<file path="src/hdl/n64_video_pkg.sv">
// n64 video front end package with bus widths, sync word fields and shared types

`default_nettype none

package n64_video_pkg;

  // ==========================================================================
  // widths
  // ==========================================================================

  // one colour sample as it appears on the N64 bus
  localparam int COLOR_IN_W  = 7;
  // one colour as sent to the video transmitter
  localparam int COLOR_OUT_W = 8;
  // sync word in VD bits 3 to 0
  localparam int SYNC_W      = 4;

  // lane 0 red, lane 1 green, lane 2 blue
  localparam int NUM_CHANNELS = 3;

  // ==========================================================================
  // sync word fields (all active low on the bus)
  // ==========================================================================

  localparam int SYNC_NVSYNC_BIT = 3;
  localparam int SYNC_NCLAMP_BIT = 2;
  localparam int SYNC_NHSYNC_BIT = 1;
  localparam int SYNC_NCSYNC_BIT = 0;

  // sample LSBs dropped in 16-bit colour mode
  localparam int LOW_BITS_16BIT = 2;

  // ==========================================================================
  // types
  // ==========================================================================

  typedef logic [COLOR_IN_W-1:0]  color_in_t;
  typedef logic [COLOR_OUT_W-1:0] color_out_t;
  typedef logic [SYNC_W-1:0]      sync_word_t;

  // word phase of the multiplexed bus
  typedef enum logic [1:0] {
    ST_WAIT_SYNC,
    ST_EXP_RED,
    ST_EXP_GREEN,
    ST_EXP_BLUE
  } demux_state_t;

endpackage

`default_nettype wire

</file>
<file path="src/hdl/n64_vdemux.sv">
// n64 video demux that collects sync, red, green and blue words into one pixel

`timescale 1ns/1ps
`default_nettype none

module n64_vdemux (
  input  wire logic                      N64_CLK_i,
  input  wire logic                      rst_n_i,
  input  wire logic                      nVDSYNC_i,
  input  wire n64_video_pkg::color_in_t  VD_i,
  output logic                           pix_valid_o,
  input  wire logic                      pix_ready_i,
  output n64_video_pkg::sync_word_t      pix_sync_o,
  output n64_video_pkg::color_in_t       pix_red_o,
  output n64_video_pkg::color_in_t       pix_green_o,
  output n64_video_pkg::color_in_t       pix_blue_o,
  output logic                           overflow_o
);

  n64_video_pkg::demux_state_t state_q;

  // words of the pixel being collected
  n64_video_pkg::sync_word_t sync_q;
  n64_video_pkg::color_in_t  red_q;
  n64_video_pkg::color_in_t  green_q;

  logic pixel_done;
  logic pix_taken;

  assign pixel_done = nVDSYNC_i && (state_q == n64_video_pkg::ST_EXP_BLUE);
  assign pix_taken  = pix_valid_o && pix_ready_i;

  // ==========================================================================
  // word phase
  // ==========================================================================

  always_ff @(posedge N64_CLK_i) begin
    if (!rst_n_i) begin
      state_q <= n64_video_pkg::ST_WAIT_SYNC;
    end else if (!nVDSYNC_i) begin
      // a sync word always restarts the pixel
      state_q <= n64_video_pkg::ST_EXP_RED;
    end else begin
      case (state_q)
        n64_video_pkg::ST_EXP_RED:   state_q <= n64_video_pkg::ST_EXP_GREEN;
        n64_video_pkg::ST_EXP_GREEN: state_q <= n64_video_pkg::ST_EXP_BLUE;
        default:                     state_q <= n64_video_pkg::ST_WAIT_SYNC;
      endcase
    end
  end

  always_ff @(posedge N64_CLK_i) begin
    if (!nVDSYNC_i) begin
      sync_q <= VD_i[n64_video_pkg::SYNC_W-1:0];
    end else if (state_q == n64_video_pkg::ST_EXP_RED) begin
      red_q <= VD_i;
    end else if (state_q == n64_video_pkg::ST_EXP_GREEN) begin
      green_q <= VD_i;
    end
  end

  // ==========================================================================
  // pixel hand-off
  // ==========================================================================

  always_ff @(posedge N64_CLK_i) begin
    if (!rst_n_i) begin
      pix_valid_o <= 1'b0;
      overflow_o  <= 1'b0;
    end else begin
      if (pixel_done) begin
        pix_valid_o <= 1'b1;
      end else if (pix_taken) begin
        pix_valid_o <= 1'b0;
      end
      // bus cannot stall, so an untaken pixel gets replaced
      if (pixel_done && pix_valid_o && !pix_ready_i) begin
        overflow_o <= 1'b1;
      end
    end
  end

  // blue comes straight from the bus
  always_ff @(posedge N64_CLK_i) begin
    if (pixel_done) begin
      pix_sync_o  <= sync_q;
      pix_red_o   <= red_q;
      pix_green_o <= green_q;
      pix_blue_o  <= VD_i;
    end
  end

  // red phase is only ever entered straight from a sync word
  a_red_after_sync : assert property (
    @(posedge N64_CLK_i) disable iff (!rst_n_i)
    (state_q == n64_video_pkg::ST_EXP_RED) |-> $past(!nVDSYNC_i)
  );

endmodule

`default_nettype wire

</file>
<file path="src/hdl/color_lane.sv">
// colour lane with 7 to 8 bit widening, 16-bit colour reduction and dark gamma

`timescale 1ns/1ps
`default_nettype none

module color_lane (
  input  wire logic                       N64_CLK_i,
  input  wire logic                       rst_n_i,
  input  wire logic                       cfg_color_16bit_i,
  input  wire logic                       cfg_gamma_dark_i,
  input  wire logic                       in_valid_i,
  output logic                            in_ready_o,
  input  wire n64_video_pkg::color_in_t   in_color_i,
  input  wire n64_video_pkg::sync_word_t  in_tag_i,
  output logic                            out_valid_o,
  input  wire logic                       out_ready_i,
  output n64_video_pkg::color_out_t       out_color_o,
  output n64_video_pkg::sync_word_t       out_tag_o
);

  logic                      s1_valid_q;
  n64_video_pkg::color_out_t s1_color_q;
  n64_video_pkg::sync_word_t s1_tag_q;

  logic s1_ready;
  logic s2_ready;

  n64_video_pkg::color_in_t                masked;
  n64_video_pkg::color_out_t               widened;
  logic [2*n64_video_pkg::COLOR_OUT_W-1:0] square;
  n64_video_pkg::color_out_t               curved;

  // each register loads when empty or drained in the same cycle
  assign s2_ready   = !out_valid_o || out_ready_i;
  assign s1_ready   = !s1_valid_q || s2_ready;
  assign in_ready_o = s1_ready;

  // ==========================================================================
  // stage 1
  // ==========================================================================

  always_comb begin
    masked = in_color_i;
    if (cfg_color_16bit_i) begin
      masked[n64_video_pkg::LOW_BITS_16BIT-1:0] = '0;
    end
  end

  // msb repeated as new lsb so full scale maps to 8'hff
  assign widened = {masked, masked[n64_video_pkg::COLOR_IN_W-1]};

  // ==========================================================================
  // stage 2
  // ==========================================================================

  assign square = s1_color_q * s1_color_q;
  assign curved = cfg_gamma_dark_i ? square[2*n64_video_pkg::COLOR_OUT_W-1:n64_video_pkg::COLOR_OUT_W]
                                   : s1_color_q;

  always_ff @(posedge N64_CLK_i) begin
    if (!rst_n_i) begin
      s1_valid_q  <= 1'b0;
      out_valid_o <= 1'b0;
    end else begin
      if (s1_ready) begin
        s1_valid_q <= in_valid_i;
      end
      if (s2_ready) begin
        out_valid_o <= s1_valid_q;
      end
    end
  end

  always_ff @(posedge N64_CLK_i) begin
    if (s1_ready && in_valid_i) begin
      s1_color_q <= widened;
      s1_tag_q   <= in_tag_i;
    end
    if (s2_ready && s1_valid_q) begin
      out_color_o <= curved;
      out_tag_o   <= s1_tag_q;
    end
  end

  a_hold_when_stalled : assert property (
    @(posedge N64_CLK_i) disable iff (!rst_n_i)
    (out_valid_o && !out_ready_i) |=>
      (out_valid_o && $stable(out_color_o) && $stable(out_tag_o))
  );

endmodule

`default_nettype wire

</file>
<file path="src/hdl/pixel_out_stage.sv">
// output stage that joins the colour lanes and decodes the N64 sync word

`timescale 1ns/1ps
`default_nettype none

module pixel_out_stage (
  input  wire logic                                    N64_CLK_i,
  input  wire logic                                    rst_n_i,
  input  wire logic [n64_video_pkg::NUM_CHANNELS-1:0]  lane_valid_i,
  output logic                                         lane_ready_o,
  input  wire n64_video_pkg::color_out_t               lane_red_i,
  input  wire n64_video_pkg::color_out_t               lane_green_i,
  input  wire n64_video_pkg::color_out_t               lane_blue_i,
  input  wire n64_video_pkg::sync_word_t               lane_sync_i,
  output logic                                         out_valid_o,
  input  wire logic                                    out_ready_i,
  output logic [n64_video_pkg::NUM_CHANNELS*n64_video_pkg::COLOR_OUT_W-1:0] VD_o,
  output logic                                         VSYNC_o,
  output logic                                         HSYNC_o,
  output logic                                         DE_o
);

  logic all_valid;
  logic load;

  assign all_valid    = &lane_valid_i;
  assign lane_ready_o = !out_valid_o || out_ready_i;
  assign load         = all_valid && lane_ready_o;

  always_ff @(posedge N64_CLK_i) begin
    if (!rst_n_i) begin
      out_valid_o <= 1'b0;
    end else if (lane_ready_o) begin
      out_valid_o <= all_valid;
    end
  end

  // ==========================================================================
  // pixel and sync registers
  // ==========================================================================

  always_ff @(posedge N64_CLK_i) begin
    if (load) begin
      // red in the top byte
      VD_o    <= {lane_red_i, lane_green_i, lane_blue_i};
      VSYNC_o <= !lane_sync_i[n64_video_pkg::SYNC_NVSYNC_BIT];
      HSYNC_o <= !lane_sync_i[n64_video_pkg::SYNC_NHSYNC_BIT];
      // active video outside both sync pulses
      DE_o    <= lane_sync_i[n64_video_pkg::SYNC_NVSYNC_BIT] &&
                 lane_sync_i[n64_video_pkg::SYNC_NHSYNC_BIT];
    end
  end

  // lanes share valid and ready, so they never drift apart
  a_lanes_lockstep : assert property (
    @(posedge N64_CLK_i) disable iff (!rst_n_i)
    (lane_valid_i == '0) || (&lane_valid_i)
  );

endmodule

`default_nettype wire

</file>
<file path="src/hdl/n64_video_ppu_top.sv">
// n64 video front end top with demux, three colour lanes and the output stage

`timescale 1ns/1ps
`default_nettype none

module n64_video_ppu_top (
  input  wire logic                      N64_CLK_i,
  input  wire logic                      rst_n_i,
  input  wire logic                      nVDSYNC_i,
  input  wire n64_video_pkg::color_in_t  VD_i,
  input  wire logic                      cfg_color_16bit_i,
  input  wire logic                      cfg_gamma_dark_i,
  output logic                           out_valid_o,
  input  wire logic                      out_ready_i,
  output logic [n64_video_pkg::NUM_CHANNELS*n64_video_pkg::COLOR_OUT_W-1:0] VD_o,
  output logic                           VSYNC_o,
  output logic                           HSYNC_o,
  output logic                           DE_o,
  output logic                           overflow_o
);

  // demux to lanes
  logic                      pix_valid;
  n64_video_pkg::sync_word_t pix_sync;
  n64_video_pkg::color_in_t  pix_red;
  n64_video_pkg::color_in_t  pix_green;
  n64_video_pkg::color_in_t  pix_blue;

  n64_video_pkg::color_in_t  lane_in_color [n64_video_pkg::NUM_CHANNELS];
  n64_video_pkg::sync_word_t lane_in_tag   [n64_video_pkg::NUM_CHANNELS];
  logic [n64_video_pkg::NUM_CHANNELS-1:0] lane_in_ready;

  // lanes to output stage
  logic [n64_video_pkg::NUM_CHANNELS-1:0] lane_out_valid;
  n64_video_pkg::color_out_t lane_out_color [n64_video_pkg::NUM_CHANNELS];
  n64_video_pkg::sync_word_t lane_out_tag   [n64_video_pkg::NUM_CHANNELS];
  logic                      lane_ready;

  // ==========================================================================
  // demux
  // ==========================================================================

  n64_vdemux vdemux_i (
    .N64_CLK_i   (N64_CLK_i),
    .rst_n_i     (rst_n_i),
    .nVDSYNC_i   (nVDSYNC_i),
    .VD_i        (VD_i),
    .pix_valid_o (pix_valid),
    .pix_ready_i (lane_in_ready[0]),
    .pix_sync_o  (pix_sync),
    .pix_red_o   (pix_red),
    .pix_green_o (pix_green),
    .pix_blue_o  (pix_blue),
    .overflow_o  (overflow_o)
  );

  assign lane_in_color[0] = pix_red;
  assign lane_in_color[1] = pix_green;
  assign lane_in_color[2] = pix_blue;

  // ==========================================================================
  // colour lanes
  // ==========================================================================

  for (genvar i = 0; i < n64_video_pkg::NUM_CHANNELS; i++) begin : g_lane
    // only the red lane carries the sync word
    if (i == 0) begin : g_tag
      assign lane_in_tag[i] = pix_sync;
    end else begin : g_no_tag
      assign lane_in_tag[i] = '0;
    end

    color_lane lane_i (
      .N64_CLK_i         (N64_CLK_i),
      .rst_n_i           (rst_n_i),
      .cfg_color_16bit_i (cfg_color_16bit_i),
      .cfg_gamma_dark_i  (cfg_gamma_dark_i),
      .in_valid_i        (pix_valid),
      .in_ready_o        (lane_in_ready[i]),
      .in_color_i        (lane_in_color[i]),
      .in_tag_i          (lane_in_tag[i]),
      .out_valid_o       (lane_out_valid[i]),
      .out_ready_i       (lane_ready),
      .out_color_o       (lane_out_color[i]),
      .out_tag_o         (lane_out_tag[i])
    );
  end

  // ==========================================================================
  // output stage
  // ==========================================================================

  pixel_out_stage out_stage_i (
    .N64_CLK_i    (N64_CLK_i),
    .rst_n_i      (rst_n_i),
    .lane_valid_i (lane_out_valid),
    .lane_ready_o (lane_ready),
    .lane_red_i   (lane_out_color[0]),
    .lane_green_i (lane_out_color[1]),
    .lane_blue_i  (lane_out_color[2]),
    .lane_sync_i  (lane_out_tag[0]),
    .out_valid_o  (out_valid_o),
    .out_ready_i  (out_ready_i),
    .VD_o         (VD_o),
    .VSYNC_o      (VSYNC_o),
    .HSYNC_o      (HSYNC_o),
    .DE_o         (DE_o)
  );

endmodule

`default_nettype wire

</file>
<file path="config.mk">
export PLATFORM = sky130hd
export DESIGN_NAME = n64_video_ppu_top
export DESIGN_NICKNAME = d
export VERILOG_FILES = /design/src/hdl/n64_video_pkg.sv /design/src/hdl/n64_vdemux.sv /design/src/hdl/color_lane.sv /design/src/hdl/pixel_out_stage.sv /design/src/hdl/n64_video_ppu_top.sv
export SDC_FILE = /design/constraint.sdc
export NUM_CORES = 1
export LEC_CHECK = 0
export BUFFER_PORTS_ARGS = -buffer_cell sky130_fd_sc_hd__buf_2
export CORE_MARGIN = 3
export CORE_UTILIZATION = 65
export DETAILED_ROUTE_END_ITERATION = 8
export GPL_ROUTABILITY_DRIVEN = 0
export PLACE_DENSITY = 0.89
export SYNTH_ARGS = -nofsm -noshare
export SYNTH_HDL_FRONTEND = slang
export SYNTH_SLANG_ARGS = --single-unit
export TNS_END_PERCENT = 1
</file>
<file path="constraint.sdc">
create_clock -name N64_CLK_i -period 9.1 [get_ports N64_CLK_i]
set_input_delay 1.82 -clock N64_CLK_i [delete_from_list [all_inputs] [get_ports N64_CLK_i]]
set_output_delay 1.82 -clock N64_CLK_i [all_outputs]
set_load 0.05 [all_outputs]
</file>
**Yosys cells after proc, flatten, opt, wreduce, memory -nomap -nowiden**

Index checks and enable logic that the tools add are counted.
W data, S select, Z words.

- Bits in registers: 137
- Bits in latches: 0
- Bits in writable memories: 0
- Memory bits (read-only): 0
- Input bits: 13
- Output and inout port bits: 29
- Logic and storage cells: 80
- Memories: 0

- Add/subtract/negate cells: 0
- Multipliers: 3
- Divide/modulo/power cells: 0
- Magnitude comparators: 0
- Equality and inequality tests: 3
- Shift-type cells: 0
- Multiplexer cells: 7
- Bitwise gates (word level): 1
- Reductions and logical operators: 33

Operator list:

| operator | count |
|---|---|
| $mul A8 B8 Y16 | 3 |
| $mux W8 | 3 |
| $logic_and A1 B1 Y1 | 11 |
| $logic_not A1 Y1 | 10 |
| $logic_or A1 B1 Y1 | 7 |
| $reduce_and A3 Y1 | 2 |
| $eq A2 B2 Y1 const B | 2 |
| $pmux W2 S2 | 1 |
| $reduce_and A2 Y1 | 2 |
| $mux W1 | 3 |
| $eq A2 B1 Y1 const B | 1 |
| $reduce_bool A2 Y1 | 1 |
| $not A1 Y1 | 1 |

**Longest topological paths before layout**

- Word-level depth: 7
- Mapped depth: 16

**Cells and area by module**

From an unflattened synthesis, not the netlist that was laid out.

- Cell total of the unflattened synthesis: 794
- Area total of the unflattened synthesis: 9734.3 sq um

Modules (own cells, without submodules):

| module | instances | cells an instance | area each (sq um) |
|---|---|---|---|
| color_lane at g_lane[2].lane_i | 1 | 239 | 2476.1 |
| color_lane at g_lane[1].lane_i | 1 | 221 | 2448.6 |
| color_lane at g_lane[0].lane_i | 1 | 235 | 2432.3 |
| n64_vdemux | 1 | 63 | 1495.2 |
| pixel_out_stage | 1 | 35 | 878.3 |
| n64_video_ppu_top | 1 | 1 | 3.8 |

**Least setup slack after synthesis**

OpenSTA, ideal clock, no wires.

- Kind: reg-to-reg
- From: register g_lane[0].lane_i.s1_color_q[5]
- To: register g_lane[0].lane_i.out_color_o[5] (data pin)
- Setup time: 0.260 ns
- Arrival: 4.237 ns
- Path slack: 4.603 ns
- Stages on the path, launching flop included: 17
- Path buffers: 1
- Cell sequence: edfxtp_1 -> clkbuf_1 -> nand2_1 -> fa_1 -> inv_1 -> fa_1 -> fa_1 -> inv_1 -> fa_1 -> inv_1 -> ha_1 -> a21oi_1 -> nand2_1 -> or2_2 -> o21ai_0 -> xnor2_1 -> mux2_2

- Longest elaborated chain between the ends: 2

RTL lines:

| element | line | RTL |
|---|---|---|
| start: declaration | color_lane.sv:22 | `n64_video_pkg::color_out_t s1_color_q;` |
| start signal: assignment | color_lane.sv:76 | `s1_color_q <= widened;` |
| $mul A8 B8 Y16 | color_lane.sv:56 | `assign square = s1_color_q * s1_color_q;` |
| $mux W8 (*) | color_lane.sv:57 | `assign curved = cfg_gamma_dark_i ? square[2*n64_video_pkg::COLOR_OUT_W-1:n64_video_pkg::COLOR_OUT_W]` |
| net g_lane[0].lane_i.curved[5] | color_lane.sv:31 | `n64_video_pkg::color_out_t curved;` |
| end signal: assignment | color_lane.sv:80 | `out_color_o <= curved;` |
| end: declaration | color_lane.sv:17 | `output n64_video_pkg::color_out_t out_color_o,` |

Mark *: on every way through the listed nets, which the timed path passes. The rest lies on a longest branch.
A chain may end at the register's enable or synchronous reset.

**Final worst setup path**

- From: register g_lane[0].lane_i.s1_color_q[2]
- To: register g_lane[0].lane_i.out_color_o[5] (data pin)

- Longest elaborated chain between the ends: 2

RTL lines:

| element | line |
|---|---|
| $mul A8 B8 Y16 | color_lane.sv:56 |
| $mux W8 | color_lane.sv:57 |
| net g_lane[0].lane_i.curved[5] | color_lane.sv:31 |

The timed path passes the listed nets, and every way through them passes these cells.

==> out/metrics.csv <==
metric,value,unit
I/O pin count,42,
remaining antenna violation count,0,
initial antenna violation count,0,
I/O Buffers,41,
gr usage total,0.264,
Die Height,122,um
number of H-tree levels,4,
Post-synth ARST share,0,
initial core utilization,0.677,
CTS tree,done,
Yosys cell types,53,
maximum clock path buffer count,2,
Worst EP arrival,5.14,ns
Crit. End Element,register,
register bit total from synthesis,126,
total global routing overflow,0,
cell-internal power,1.08,mW
power per standard cell area,142,mW/mm2
Sw Share,0.217,
via count,5863,
Post-synth EDFFs,115,
skew final,0.00922,ns
area grow syn2layout,11.6,%
WL/cell,17.8,um
Synth Area per Inst,11.5,um2
largest net degree at the start of global routing,28,
design area,0.00972,mm2
CTS sink cnt,126,
endpoints failing setup,0,
1st-iter DRT viols,555,
vias in the first global route,6370,
ant diodes,0,
"Reg clk slew, reported paths",0.06,ns
hold violation total from the final report,0,
register area share after synthesis,0.422,
Peak supply drop,174,uV
number of remaining DRC errors,0,
post_cts resized,0,
die width,122,um
most frequent cells in the layout,"inv_1 (152), edfxtp_1 (115), ha_1 (83)",
Routed WL,17.7,mm
die area,0.0148,mm2
synth warn,0,
Slew headroom,0.313,
Gate power share,0.042,
max_cap viols,0,
CTS Root Buffer Type,clkbuf_16,
Worst Setup Start Kind,register,
num rows,41,
core area,0.0129,mm2
total CTS buffers,17,
leakage,4.44,nW
vias per cell,5.89,
post-layout min period,4.97,ns
hpwl dp,13.1,mm
DRT Pass-1 Iters,6,
Nets,978,
Final period util,0.546,
Worst Path Required,9.27,ns
Tightest Hold Check Type,reg -> reg,
layout cells sized above 1,0.109,
Worst Max-Slew Pin Slew,1.03,ns
Synth Flop Type,edfxtp_1,
Clock power frac,0.499,
maximum clock rate,0.201,GHz
max-slew violations,0,
Syn Inst Count,759,
critical path type,reg -> reg,
status,"finished, final reports clean",
Seq pwr share,0.459,
"most common cell after layout, fill and taps aside",inv_1,
Mapped Area,0.00871,mm2
Clock Latency Late Sink,0.43,ns
CP Max Fanout,9,
Post-DP Area,0.00911,mm2
Sw Pwr,0.299,mW
first-pass GRT wire length,29.9,mm
CTS Hold Bufs,0,
syn nets,927,
Post-CTS Setup Bufs,0,
RSZ-0062 raised after global routing,false,
TNS Setup,0,ns
worst max-delay path, cell delays in order, from the launching register on:
cell	delay, ns
edfxtp_1	0.57
nand2_1	0.20
fa_1	0.58
inv_1	0.08
fa_1	0.51
fa_1	0.54
inv_1	0.05
fa_1	0.53
inv_1	0.05
ha_1	0.39
a21oi_1	0.22
nand2_1	0.11
or2_2	0.31
o21ai_0	0.21
xnor2_1	0.09
mux2_2	0.26
cell type report:
cell class                      instances  area, um2
Inverter                              153        574
Multi-Input combinational cell        467       4420
Clock inverter                         12        149
Sequential cell                       126       3670
Timing Repair Buffer                   45        235
Tap cell                              172        215
Fill cell                             734       3160
Clock buffer                           20        457
sequential cells by signal, summed over array words and instances, names as in the netlist, 3 cells and up:
name                       flops
out_stage_i.VD_o              24
g_lane.lane_i.s1_valid_q       3
vdemux_i.red_q                 7
g_lane.lane_i.out_color_o     24
g_lane.lane_i.out_valid_o      3
vdemux_i.green_q               7
vdemux_i.pix_green_o           7
vdemux_i.pix_red_o             7
vdemux_i.pix_blue_o            7
g_lane.lane_i.s1_color_q      21
layer usage:
layer | up-vias | routed length, um | GRT usage
met4 | 0 | 730 | 0.131
met1 | 2838 | 6350 | 0.293
li1 | 2641 | - | -
met3 | 82 | 1210 | 0.0771
met2 | 302 | 9380 | 0.462
met5 | - | 0 | 0
Yosys cell counts, types with 3 or more instances:
| cell | number | area [um2] |
|---|---|---|
| nor2_1 | 26 | 97.6 |
| xor2_1 | 3 | 26.3 |
| dfxtp_1 | 11 | 220 |
| nor2b_1 | 14 | 87.6 |
| a21boi_1 | 3 | 22.5 |
| o21ai_0 | 7 | 35.0 |
| clkbuf_1 | 13 | 48.8 |
| o31ai_1 | 10 | 75.1 |
| a21oi_1 | 24 | 120 |
| o211ai_1 | 5 | 37.5 |
| inv_1 | 152 | 571 |
| fa_1 | 72 | 1440 |
| or4_1 | 4 | 30.0 |
| xnor2_1 | 19 | 166 |
| a31oi_1 | 4 | 25.0 |
| mux2i_1 | 5 | 50.1 |
| nand2b_1 | 5 | 31.3 |
| nand2_1 | 56 | 210 |
| edfxtp_1 | 115 | 3450 |
| a21o_1 | 10 | 75.1 |
| a21boi_0 | 9 | 67.6 |
| mux2_2 | 4 | 45.0 |
| and2_1 | 40 | 250 |
| and3_1 | 3 | 18.8 |
| nand3_1 | 8 | 40.0 |
| nor3_1 | 12 | 60.1 |
| o21a_1 | 10 | 75.1 |
| ha_1 | 83 | 1040 |
power by group through the flow:
stage / clock network (mW) / registers, mW / logic, mW
6_report: 0.688 / 0.633 / 0.0572
5_1_grt: 0.726 / 0.633 / 0.0640
4_1_cts: 0.693 / 0.633 / 0.0564
3_5_place_dp: 0 / 0.645 / 0.0552
3_3_place_gp: 0 / 0.645 / 0.0506
2_1_floorplan: 0 / 0.645 / 0.0399
path summary, 6_finish.rpt:
path,from,depth (start not counted),end,slack (ns)
setup / recovery,g_lane[0].lane_i.s1_color_q[2],15,g_lane[0].lane_i.out_color_o[5],4.13
hold / removal,vdemux_i.pix_red_o[4],0,g_lane[0].lane_i.s1_color_q[5],0.41
setup reg to reg,g_lane[0].lane_i.s1_color_q[2],15,g_lane[0].lane_i.out_color_o[5],4.13
hold reg to reg,vdemux_i.pix_red_o[4],0,g_lane[0].lane_i.s1_color_q[5],0.41
metrics by stage:
step,std cells,util,setup slack (ns),hold WS (ns),total power [mW]
detailed placement,963,0.708,4.26,0.405,0.700
floorplan,759,-,4.60,0.400,0.684
global placement,963,0.708,4.46,0.402,0.696
global route,995,0.755,3.88,0.423,1.42
CTS,995,0.755,4.20,0.415,1.38
finish,995,0.755,4.13,0.414,1.38
cell families after synthesis:
logic type               count (synthesis)  share of synthesized area
AO/OA/AOI/OAI                          100                     0.0830
XOR/XNOR                                22                     0.0221
adder cells (fa/ha/maj)                155                      0.285
buffers and inverters                  166                     0.0715
flip-flops                             126                      0.422
multiplexers                             9                     0.0109
other                                    1                   0.000430
AND/OR/NAND/NOR                        180                      0.106
Power figures use the tool's default switching activity.
